### src/verilog/wb_pkg.sv
/* Wishbone bus widths and the request and response bundles shared by
   every manager and target */
`default_nettype none

package wb_pkg;

    localparam int WB_AW = 32;
    localparam int WB_DW = 32;

    // Manager to target
    typedef struct packed {
        logic             cyc;
        logic             stb;
        logic             we;
        logic [3:0]       sel;          // Byte lanes
        logic [WB_AW-1:0] adr;
        logic [WB_DW-1:0] dat;
    } wb_req_t;

    // Target to manager
    typedef struct packed {
        logic             ack;
        logic [WB_DW-1:0] dat;
    } wb_rsp_t;

endpackage

`default_nettype wire

### src/verilog/soc_map_pkg.sv
/* Address map of the user area, copy-engine register offsets and states,
   and the pad/LA source-select codes */
`default_nettype none

package soc_map_pkg;

    // Target regions from adr[13:12]
    typedef enum logic [1:0] {
        REG_SRAM = 2'd0,
        REG_GPIO = 2'd1,
        REG_LA   = 2'd2,
        REG_TEAM = 2'd3
    } region_e;

    localparam logic [17:0] MAP_BASE_HI = 18'h0_C000;  // adr[31:14] of 0x3000_0000

    // Copy-engine word offsets inside REG_TEAM
    localparam logic [1:0] COPY_SRC  = 2'd0;
    localparam logic [1:0] COPY_DST  = 2'd1;
    localparam logic [1:0] COPY_LEN  = 2'd2;
    localparam logic [1:0] COPY_CTRL = 2'd3;

    typedef enum logic [1:0] {
        CP_IDLE  = 2'd0,
        CP_READ  = 2'd1,
        CP_WRITE = 2'd2
    } copy_state_e;

    localparam logic [31:0] SRC_NONE  = 32'd0;  // Default pad/LA values
    localparam logic [31:0] SRC_TEAM5 = 32'd1;

endpackage

`default_nettype wire

### src/verilog/team_copy_engine.sv
/* Team project: register slave plus a bus manager that copies LEN words
   from SRC to DST, with status on the pads and LA */
`timescale 1ns/1ps
`default_nettype none

module team_copy_engine (
    input  logic            wb_clk_i,
    input  logic            reset_i,
    input  wb_pkg::wb_req_t slv_req_i,
    output wb_pkg::wb_rsp_t slv_rsp_o,
    output wb_pkg::wb_req_t mst_req_o,
    input  wb_pkg::wb_rsp_t mst_rsp_i,
    output logic [37:0]     gpio_out_o,
    output logic [37:0]     gpio_oeb_o,
    output logic [127:0]    la_data_o
);
    import wb_pkg::*;
    import soc_map_pkg::*;

    copy_state_e      state_q;
    logic [WB_DW-1:0] src_q, dst_q, len_q;
    logic [WB_DW-1:0] word_q;           // Word in flight
    logic [WB_DW-1:0] rd_dat;
    logic [15:0]      count_q, count_nxt;
    logic [1:0]       offset;
    logic             in_range, slv_wr, slv_ack_q, req_q, busy, start;

    assign offset    = slv_req_i.adr[3:2];
    assign in_range  = (slv_req_i.adr[11:4] == '0);
    assign slv_wr    = slv_req_i.cyc & slv_req_i.stb & slv_req_i.we & ~slv_ack_q & in_range;
    assign busy      = (state_q != CP_IDLE);
    assign count_nxt = count_q + 16'd1;
    assign start     = slv_wr && (offset == COPY_CTRL) && slv_req_i.dat[0] && (len_q != '0);

    always_comb begin
        rd_dat = '0;
        if (in_range) begin
            case (offset)
                COPY_SRC:  rd_dat = src_q;
                COPY_DST:  rd_dat = dst_q;
                COPY_LEN:  rd_dat = len_q;
                COPY_CTRL: rd_dat = {count_q, 15'd0, busy};
            endcase
        end
    end

    assign slv_rsp_o.ack = slv_ack_q;
    assign slv_rsp_o.dat = rd_dat;

    always_ff @(posedge wb_clk_i) begin
        if (reset_i) begin
            slv_ack_q <= 1'b0;
            src_q     <= '0;
            dst_q     <= '0;
            len_q     <= '0;
        end else begin
            slv_ack_q <= slv_req_i.cyc & slv_req_i.stb & ~slv_ack_q;
            if (slv_wr && offset == COPY_SRC) src_q <= slv_req_i.dat;
            if (slv_wr && offset == COPY_DST) dst_q <= slv_req_i.dat;
            if (slv_wr && offset == COPY_LEN) len_q <= slv_req_i.dat;
        end
    end

    // req_q drops for one cycle after every ack
    always_ff @(posedge wb_clk_i) begin
        if (reset_i) begin
            state_q <= CP_IDLE;
            req_q   <= 1'b0;
            count_q <= '0;
        end else begin
            case (state_q)
                CP_IDLE: begin
                    if (start) begin
                        state_q <= CP_READ;
                        req_q   <= 1'b1;
                        count_q <= '0;
                    end
                end
                CP_READ: begin
                    if (!req_q) begin
                        req_q <= 1'b1;
                    end else if (mst_rsp_i.ack) begin
                        req_q   <= 1'b0;
                        state_q <= CP_WRITE;
                    end
                end
                CP_WRITE: begin
                    if (!req_q) begin
                        req_q <= 1'b1;
                    end else if (mst_rsp_i.ack) begin
                        req_q   <= 1'b0;
                        count_q <= count_nxt;
                        state_q <= ({16'd0, count_nxt} == len_q) ? CP_IDLE : CP_READ;
                    end
                end
                default: state_q <= CP_IDLE;
            endcase
        end
    end

    always_ff @(posedge wb_clk_i) begin
        if (state_q == CP_READ && req_q && mst_rsp_i.ack) word_q <= mst_rsp_i.dat;
    end

    always_comb begin
        mst_req_o.cyc = req_q;
        mst_req_o.stb = req_q;
        mst_req_o.we  = (state_q == CP_WRITE);
        mst_req_o.sel = 4'hf;                       // Full words only
        mst_req_o.adr = ((state_q == CP_WRITE) ? dst_q : src_q) + {14'd0, count_q, 2'b00};
        mst_req_o.dat = word_q;
    end

    assign gpio_out_o = {22'd0, count_q};
    assign gpio_oeb_o = {22'h3f_ffff, 16'h0000};    // Count bits driven
    assign la_data_o  = {96'd0, count_q, 14'd0, state_q};

endmodule

`default_nettype wire

### config.mk
export PLATFORM = sky130hd
export DESIGN_NAME = team_copy_engine
export DESIGN_NICKNAME = d
export VERILOG_FILES = /design/src/verilog/wb_pkg.sv /design/src/verilog/soc_map_pkg.sv /design/src/verilog/team_copy_engine.sv
export SDC_FILE = /design/constraint.sdc
export NUM_CORES = 1
export LEC_CHECK = 0
export BUFFER_PORTS_ARGS = -buffer_cell sky130_fd_sc_hd__buf_2
export CORE_AREA = 4 4 158 160
export CTS_CLUSTER_SIZE = 8
export DETAILED_ROUTE_END_ITERATION = 8
export DIE_AREA = 0 0 162 164
export PLACE_DENSITY = 0.82
export REMOVE_ABC_BUFFERS = 1
export SLEW_MARGIN = 20
export SYNTH_ARGS = -nofsm -noshare
export SYNTH_HDL_FRONTEND = slang
export SYNTH_SLANG_ARGS = --single-unit
### constraint.sdc
create_clock -name wb_clk_i -period 11.5 [get_ports wb_clk_i]
set_clock_uncertainty 0.1 [all_clocks]
set_input_delay 3.45 -clock wb_clk_i [delete_from_list [all_inputs] [get_ports wb_clk_i]]
set_output_delay 3.45 -clock wb_clk_i [all_outputs]
set_load 0.01 [all_outputs]
==> summary.txt, run 1 <==
die area - 0.02657 mm²
crit path time final - 8926 ps
Sum Neg Setup Slack - 0 ps
Synth top cells by count - buf_4, nand2_1, a21oi_1, dfxtp_1, nor2_1
TritonCTS buffer count - 17
Netlist Area Pre-Place - 0.009733 mm²
H-tree depth - 4
Clock Sinks - 148
Async SR Flop Fraction - 0%
Ys Warns - 0
TritonCTS clock tree - yes
Initial Utilization - 41.59%
Wirelength per Cell - 17.65 µm
CP max FO - 41
vias in the first global route - 7847
vias per inst - 5.136
Chip Height - 164 µm
DRT Wirelength - 29.00 mm
PortBufs - 213
Synth area leader - dfxtp_1
Top FF cell, synth - dfxtp_1
Via Count - 8438
most common cell in the netlist - buf_4
mux contribution to synthesized area - 9.320%
first-pass GRT wire length - 42.92 mm
FILL cells - 2277
Hold WC Path Type - register to register
CTS root buf - clkbuf_16
number of I/O pins - 414
EDFF count, synth - 32
DRC - 0
Antenna Nets Post-Route - 0
Max Cap Viol - 0
routability cong. - 0.8979
critical path capture point type - output pin
Max Clk Rate - 112.0 MHz
top-area cell type share of the netlist area - 23.86%
top post-synthesis cells by area - dfxtp_1, buf_4, edfxtp_1, nand2_1, a21oi_1
largest net degree at the start of global routing - 61
adder-cell share of the synthesized area - 3.162%
pwr dens - 106.8 mW/mm²
GRT Total Usage - 20.69%
Place WS - 2614 ps
Max clock buf depth - 2
final setup margin - 2574 ps
CP Launch Type - primary input
worst slew pin tran - 914.2 ps
slew margin rel. - 39.05%
Crit Path Category - primary input to output pin
Synth Instances - 1154
Syn-to-layout area delta - 10.50%
RSZ-0062 raised after global routing - no
Arr. time, crit path - 5380 ps
area occupied by multi-input gates - 0.005305 mm²
DR iter-0 viols - 671
Register Area - 0.003283 mm²
Distinct cells, synth - 61
layout cells sized above 1 - 22.92%
Pleak - 4.527 nW
Final Hold Fails - 0
Post-DP HPWL - 21.25 mm
register bit total from synthesis - 148
post-synthesis xor/xnor area fraction - 3.959%
sequential-to-total area share from yosys stat - 33.73%
peak supply drop - 0.09711 mV
WP data required - 7950 ps
cts repair resizes - 0
row count - 56
setup bufs post-CTS - 0
simple-gate portion of the synthesized area - 17.91%
syn_area_per_cell - 8.434 µm²
Clock transition at path regs - 60 ps
first-pass iteration count of the detailed router - 6
crit share post-route - 77.62%
fin cells - 1643
total gr overflow - 0
Final #Nets - 1439
cts hold-fix bufs - 0
Synth Area in Compound Gates - 13.34%
dpl cells - 1608
Worst-Skew Late Latency - 420 ps
die width - 162 µm
Slew Viols, Final - 0
initial antenna violation count - 3
Final setup viols - 0
largest family of logic cells by synthesized area - buffers and inverters
outcome - finished, final reports clean
core area - 0.02340 mm²
metal layers:
| metal | track usage, % | vias to the layer above | share of wire [%] |
|---|---|---|---|
| met5 | 0 | - | 0.093 |
| met4 | 7.997 | 4 | 2.8 |
| met3 | 5.471 | 61 | 9.5 |
| met2 | 35.50 | 514 | 49 |
| met1 | 24.88 | 3909 | 39 |
| li1 | - | 3950 | - |
worst paths after layout:
kind	from	to	slack [ps]	cells after the start
min	slv_ack_q	slv_ack_q	330	1
max reg2reg	slv_ack_q	dst_q[21]	8640	7
max	slv_req_i[34]	slv_rsp_o[15]	2570	7
min reg2reg	slv_ack_q	slv_ack_q	330	1
power breakdown:
group | internal [mW] | switching [mW]
combinational | 0.0200 | 0.0596
clock | 0.318 | 0.218
sequential | 0.531 | 0.00164
flip-flops by register name (all words and copies together) (netlist names):
name	count
count_q	16
len_q	32
word_q	32
src_q	32
req_q	1
dst_q	32
slv_ack_q	1
state_q	2
critical path, cell delays in order:
cell,delay [ps]
buf_2,100
buf_4,340
nor2b_4,680
buf_4,390
a21oi_1,110
nor2_1,100
buf_2,160
metrics by stage:
stage / hold slack [ps] / util [%] / power (mW) / instance area (µm²)
floorplan: 336.2 / - / 0.5845 / 8612
global placement: 319.7 / 43.49 / 0.6203 / 10180
detailed placement: 323.1 / 43.49 / 0.6218 / 10180
CTS: 334.4 / 45.89 / 1.153 / 10740
global route: 377.0 / 45.95 / 1.193 / 10750
finish: 332.3 / 45.96 / 1.149 / 10760
final cells by class:
class | instances | share of cell area (%)
clock buffers | 24 | 4.525
diodes | 2 | 0.04653
clock inverters | 8 | 0.6980
multi-input cells | 907 | 49.33
inverters | 9 | 0.3141
repair buffers | 226 | 10.85
flip-flops and latches | 148 | 30.53
well taps | 319 | 3.711
cell usage in the layout, fill, tap and decap left out, types with 15 or more instances in the layout:
cell,count
buf_2,213
nand2_1,187
conb_1,174
a21oi_1,139
dfxtp_1,116
nor2_1,54
nand3_1,49
mux2i_1,33
edfxtp_1,32
xnor2_1,23
ha_1,22
xor2_1,21
nor2b_1,18
mux2_2,18
clkbuf_16,18
a31oi_1,17
mux4_2,16
o21ai_0,15
kinds of logic after synthesis:
group,Yosys count
buf+inv,271
other cells,2
mux,68
flops,148
simple gates,376
fa+ha+maj,24
xor+xnor,44
compound gates,221
No activity file was read; power rests on OpenSTA's default activity.
==> inputs of run 2 (changes only) <==
--- a/config.mk
+++ b/config.mk
@@ -6,11 +6,11 @@
 export NUM_CORES = 1
 export LEC_CHECK = 0
 export BUFFER_PORTS_ARGS = -buffer_cell sky130_fd_sc_hd__buf_2
-export CORE_AREA = 4 4 158 160
+export CORE_AREA = 4 4 160 162
 export CTS_CLUSTER_SIZE = 8
 export DETAILED_ROUTE_END_ITERATION = 8
-export DIE_AREA = 0 0 162 164
-export PLACE_DENSITY = 0.82
+export DIE_AREA = 0 0 164 166
+export PLACE_DENSITY = 0.8
 export REMOVE_ABC_BUFFERS = 1
 export SLEW_MARGIN = 20
 export SYNTH_ARGS = -nofsm -noshare
==> constraint.sdc (replaced) <==
create_clock -name wb_clk_i -period 8.4 [get_ports wb_clk_i]
set_clock_uncertainty 0.1 [all_clocks]
set_input_delay 2.52 -clock wb_clk_i [delete_from_list [all_inputs] [get_ports wb_clk_i]]
set_output_delay 2.52 -clock wb_clk_i [all_outputs]
set_load 0.01 [all_outputs]
==> run 2 against run 1 <==
Against the previous run: core utilization fell by 1.3 points; largest power group is now registers; setup slack got worse by 1200 ps; cell count is 0.43% higher; first-iteration DRC count decreased by 1.3%; die area rose by 2.5%; non-clock buffer count rose by 2; final area barely moved; sequential share of layout area barely moved; routed wire length is 2.7% higher.
==> summary.txt, run 2 (synthesis results as in run 1) <==
outcome - finished, final reports clean
peak supply drop - 0.1091 mV
critical path capture point type - output pin
Syn-to-layout area delta - 10.58%
initial antenna violation count - 5
part of the power in registers - 46.7%
first-pass iteration count of the detailed router - 7
Hold WC Path Type - register to register
dpl cell area - 0.01020 mm²
vias in the first global route - 7843
CTS root buf - clkbuf_16
Finished Cell Area - 0.01076 mm²
GRT Total Usage - 20.65%
Sw Pwr - 0.3688 mW
Clock Sinks - 148
Final setup viols - 0
TritonCTS buffer count - 17
Antenna Nets Post-Route - 0
Top delay family on crit path - simple AND/OR/NAND/NOR gates
Crit Path Category - primary input to output pin
Chip Height - 166 µm
crit path time final - 7076 ps
CP max FO - 31
Clock transition at path regs - 60 ps
number of I/O pins - 414
die width - 164 µm
layout cells sized above 1 - 22.89%
Comb power frac - 7.0%
Initial Utilization - 40.38%
cts repair resizes - 0
row count - 57
crit share post-route - 84.23%
crit path cell chain - buf_2 > nor2b_4 > a21oi_1 > nor2_1 > buf_2
Sum Neg Setup Slack - 0 ps
cts hold-fix bufs - 0
Buffers & Inverters on Critical Path - 2
DR iter-0 viols - 662
worst slew pin tran - 1009 ps
core area - 0.02411 mm²
H-tree depth - 4
DRC - 0
largest net degree at the start of global routing - 65
crit-path max cell delay - 800 ps
Arr. time, crit path - 4460 ps
first-pass GRT wire length - 43.88 mm
Post-DP HPWL - 21.83 mm
clock share of power - 46.2%
routability cong. - 0.9445
Wirelength per Cell - 18.05 µm
die area - 0.02722 mm²
CP Launch Type - primary input
TritonCTS clock tree - yes
WP data required - 5780 ps
critical path's slowest cell - nor2b_4
DRT Wirelength - 29.78 mm
setup bufs post-CTS - 0
Net Sw Frac - 23.61%
Via Count - 8446
PortBufs - 213
Final Hold Fails - 0
Slew Viols, Final - 0
PnR Total Power - 1.562 mW
Final #Nets - 1441
pwr dens - 145.1 mW/mm²
Max Clk Rate - 141.3 MHz
Pleak - 4.534 nW
most frequent cells in the layout - buf_2, nand2_1, conb_1
fin cells - 1650
vias per inst - 5.119
total gr overflow - 0
Max clock buf depth - 2
most common cell after layout, fill and taps aside - buf_2
worst reg-to-reg setup slack - 5450 ps
P_int - 1.193 mW
Worst-Skew Late Latency - 420 ps
dpl cells - 1616
Crit path top cell by count - buf_2
Max Cap Viol - 0
slew margin rel. - 32.72%
RSZ-0062 raised after global routing - no
## run 2: changes by cell type in the layout (fill, tap and decap cells not counted), sizes merged
| cell | before | now |
|---|---|---|
| buf | 226 | 228 |
| clkinvlp | 1 | 0 |
| clkinv | 5 | 4 |
| clkbuf | 24 | 27 |
| inv | 10 | 9 |
## run 2: worst reg2reg max path, cell delays in order, from the launching register on
cell	delay (ps)
dfxtp_1	350
inv_1	140
ha_1	750
buf_4	410
nand3b_1	180
a21oi_4	530
a41oi_1	220
a31oi_1	200
## run 2: path summary, 6_finish.rpt
kind / from / endpoint / cells past startpoint
setup / recovery: slv_req_i[35] / slv_rsp_o[14] / 5
hold / removal: slv_ack_q / slv_ack_q / 1
setup reg to reg: state_q[0] / count_q[13] / 7
hold reg to reg: slv_ack_q / slv_ack_q / 1
## run 2: cell type report
type	count	area, µm²
Fill cell	2402	13340
Multi-Input combinational cell	907	5304
Sequential cell	148	3283
Timing Repair Buffer	228	1179
Clock buffer	27	503.0
Tap cell	324	405.4
Clock inverter	5	50.05
Inverter	9	33.78
Antenna cell	2	5.005
## run 2: power groups by stage
| stage | logic [mW] | clock network, mW | registers (mW) |
|---|---|---|---|
| floorplan | 0.0540 | 0 | 0.746 |
| global placement | 0.105 | 0 | 0.745 |
| detailed placement | 0.107 | 0 | 0.745 |
| CTS | 0.107 | 0.734 | 0.730 |
| global route | 0.120 | 0.769 | 0.730 |
| finish | 0.110 | 0.722 | 0.730 |
## run 2: per-layer routing
| metal | up-vias | global-route usage, % | share of wire [%] |
|---|---|---|---|
| li1 | 3943 | - | - |
| met2 | 466 | 34.96 | 49 |
| met5 | - | 0 | 0.094 |
| met1 | 3980 | 25.38 | 39 |
| met4 | 6 | 6.929 | 2.5 |
| met3 | 51 | 5.485 | 10 |
## run 2: metrics by stage
stage | utilization [%] | hold slack (ps) | setup slack [ps]
3_5_place_dp | 42.33 | 325.7 | 1324
5_1_grt | 44.65 | 360.9 | 1126
3_3_place_gp | 42.33 | 320.5 | 1381
2_1_floorplan | - | 336.2 | 1271
4_1_cts | 44.63 | 340.6 | 1310
6_report | 44.65 | 337.0 | 1324
==> inputs of run 3 (changes only) <==
--- a/config.mk
+++ b/config.mk
@@ -5,12 +5,13 @@
 export SDC_FILE = /design/constraint.sdc
 export NUM_CORES = 1
 export LEC_CHECK = 0
+export ABC_AREA = 1
 export BUFFER_PORTS_ARGS = -buffer_cell sky130_fd_sc_hd__buf_2
 export CORE_AREA = 4 4 160 162
 export CTS_CLUSTER_SIZE = 8
 export DETAILED_ROUTE_END_ITERATION = 8
 export DIE_AREA = 0 0 164 166
-export PLACE_DENSITY = 0.8
+export PLACE_DENSITY = 0.84
 export REMOVE_ABC_BUFFERS = 1
 export SLEW_MARGIN = 20
 export SYNTH_ARGS = -nofsm -noshare
==> constraint.sdc (replaced) <==
create_clock -name wb_clk_i -period 6 [get_ports wb_clk_i]
set_clock_uncertainty 0.1 [all_clocks]
set_input_delay 1.8 -clock wb_clk_i [delete_from_list [all_inputs] [get_ports wb_clk_i]]
set_output_delay 1.8 -clock wb_clk_i [all_outputs]
set_load 0.01 [all_outputs]
==> run 3 against run 2 <==
Against the previous run: clock power up 54%; first-iteration DRC count up 27%; hold slack better by 36 ps; final area up 2.0%; power up 110%; sequential power up 60%; synthesized area up 1.4%; synthesized cell count up 12%; cell count up 8.9%; via count up 6.9%; critical path type is now register to output pin; critical endpoint is now mst_req_o[62]; largest power group unchanged.
==> summary.txt, run 3 <==
most common cell in the netlist - nand2_1
CP max FO - 10
Max clock buf depth - 2
top-area cell type share of the netlist area - 23.54%
largest net degree at the start of global routing - 88
CTS root buf - clkbuf_16
outcome - finished, final reports clean
TritonCTS clock tree - yes
Max Cap Viol - 0
Clock Sinks - 148
Net Sw Frac - 37.22%
ANT cells - 0
die width - 164 µm
crit share post-route - 93.78%
Post-DP HPWL - 21.77 mm
Hold Startpoint - src_q[21]
Final Hold Fails - 0
DRC - 0
syn_area_per_cell - 7.630 µm²
Register Area - 0.003283 mm²
Sw Pwr - 1.217 mW
crit path time final - 5627 ps
Synth area leader - dfxtp_1
peak supply drop - 0.1694 mV
Syn-to-layout area delta - 11.25%
EDFF count, synth - 32
Worst-Skew Late Latency - 430 ps
clock share of power - 33.9%
Hold WC Path Type - register to register
Netlist Area Pre-Place - 0.009866 mm²
part of the power in registers - 35.9%
Wirelength per Cell - 16.29 µm
top post-synthesis cells by area - dfxtp_1, buf_4, edfxtp_1, nand2_1, nor2_1
Async SR Flop Fraction - 0%
number of I/O pins - 414
sequential-to-total area share from yosys stat - 33.28%
dpl cells - 1765
Max Clk Rate - 177.7 MHz
FILL cells - 2427
pwr dens - 297.9 mW/mm²
area occupied by multi-input gates - 0.005041 mm²
WHS - 373.0 ps
Crit Path Category - register to output pin
Distinct cells, synth - 43
layout cells sized above 1 - 22.40%
total gr overflow - 0
Chip Height - 166 µm
Ys Warns - 0
most common cell after layout, fill and taps aside - nand2_1
P_int - 2.053 mW
Arr. time, crit path - 3730 ps
vias in the first global route - 8450
core area - 0.02411 mm²
initial antenna violation count - 5
WP data required - 4100 ps
register bit total from synthesis - 148
worst reg-to-reg setup slack - 3060 ps
Antenna Nets Post-Route - 0
Pleak - 4.812 nW
PortBufs - 213
Final setup viols - 0
first-pass iteration count of the detailed router - 6
Initial Utilization - 40.93%
Comb power frac - 30.2%
Via Count - 9030
fin cells - 1797
Reg-to-Reg Start - state_q[0]
vias per inst - 5.025
TritonCTS buffer count - 17
RSZ-0062 raised after global routing - no
die area - 0.02722 mm²
Final #Nets - 1590
row count - 57
DRT Wirelength - 29.27 mm
Synth Instances - 1293
Sum Neg Setup Slack - 0 ps
critical path capture point type - output pin
H-tree depth - 4
CP Launch Type - register
Top FF cell, synth - dfxtp_1
Synth top cells by count - nand2_1, buf_4, nor2_1, dfxtp_1, inv_1
slew margin rel. - 28.02%
Clock transition at path regs - 60 ps
Slew Viols, Final - 0
first-pass GRT wire length - 44.95 mm
worst slew pin tran - 1080 ps
GRT Total Usage - 20.66%
DR iter-0 viols - 844
routability cong. - 0.8957
most frequent cells in the layout - nand2_1, buf_2, conb_1
CP Launch Point - state_q[0]
==> run 3: cell count changes in the layout (fill, tap and decap cells not counted), sizes merged, moves of 19 or more <==
cell	change
nand2	+37
a21oi	-52
nor2	+90
a211oi	+81
inv	+111
o21ai	+38
mux2i	-34
nor2b	-19
==> run 3: final cells by class <==
class,instances,area share [%]
multi-input cells,945,45.93
repair buffers,227,10.69
inverters,121,4.161
clock inverters,9,1.060
flip-flops and latches,148,29.91
well taps,324,3.694
clock buffers,23,4.549
==> run 3: power by group through the flow <==
stage | logic, mW | registers [mW] | clock network [mW]
2_1_floorplan | 0.560 | 1.20 | 0
3_3_place_gp | 0.949 | 1.19 | 0
3_5_place_dp | 0.965 | 1.19 | 0
4_1_cts | 0.969 | 1.17 | 1.13
5_1_grt | 1.08 | 1.18 | 1.18
6_report | 0.989 | 1.17 | 1.11
==> run 3: logic make-up (layout without fill, tap and decap cells) <==
| group | count (synthesis) | count (layout) | share of synthesized area [%] |
|---|---|---|---|
| other cells | 2 | 174 | 0.07612 |
| flops | 148 | 148 | 33.28 |
| xor+xnor | 32 | 32 | 2.841 |
| simple gates | 439 | 439 | 19.23 |
| compound gates | 276 | 276 | 19.21 |
| fa+ha+maj | 24 | 24 | 3.120 |
| buf+inv | 372 | 380 | 22.24 |
==> run 3: worst paths after layout <==
kind	end	cells after the start
min	src_q[21]	2
max	mst_req_o[62]	16
min reg2reg	src_q[21]	2
max reg2reg	count_q[13]	9
==> run 3: worst max-delay path: stages (launching register included) <==
cell	delay, ps
dfxtp_1	360
inv_1	140
ha_2	370
buf_4	230
o21ai_0	130
ha_1	230
fa_1	410
nand3_1	110
nand2_1	100
a21oi_2	260
o21ai_2	120
nand3_1	100
nand2_2	170
nand2_1	150
nor2_1	70
xnor2_1	170
buf_2	160
==> run 3: per-layer routing <==
layer / track usage [%] / wire length [µm]
met4: 6.200 / 573
met2: 34.01 / 14010
met1: 26.86 / 11630
met3: 4.964 / 2989
met5: 0 / 68
==> run 3: timing repair <==
item | in CTS | in global routing
setup endpoints to repair | 0 | 3
resized for setup | 0 | 2
setup buffers | 0 | 0
hold buffers | 0 | 0
==> run 3: metrics by stage <==
step / cell area, µm² / setup slack (ps) / total power [mW] / utilization [%]
6_report: 10980 / 373.2 / 3.270 / 45.53
5_1_grt: 10980 / 140.9 / 3.441 / 45.53
4_1_cts: 10970 / 208.0 / 3.268 / 45.50
3_5_place_dp: 10350 / 678.9 / 2.158 / 42.95
3_3_place_gp: 10350 / 667.4 / 2.142 / 42.95
2_1_floorplan: 8771 / 1079 / 1.761 / -
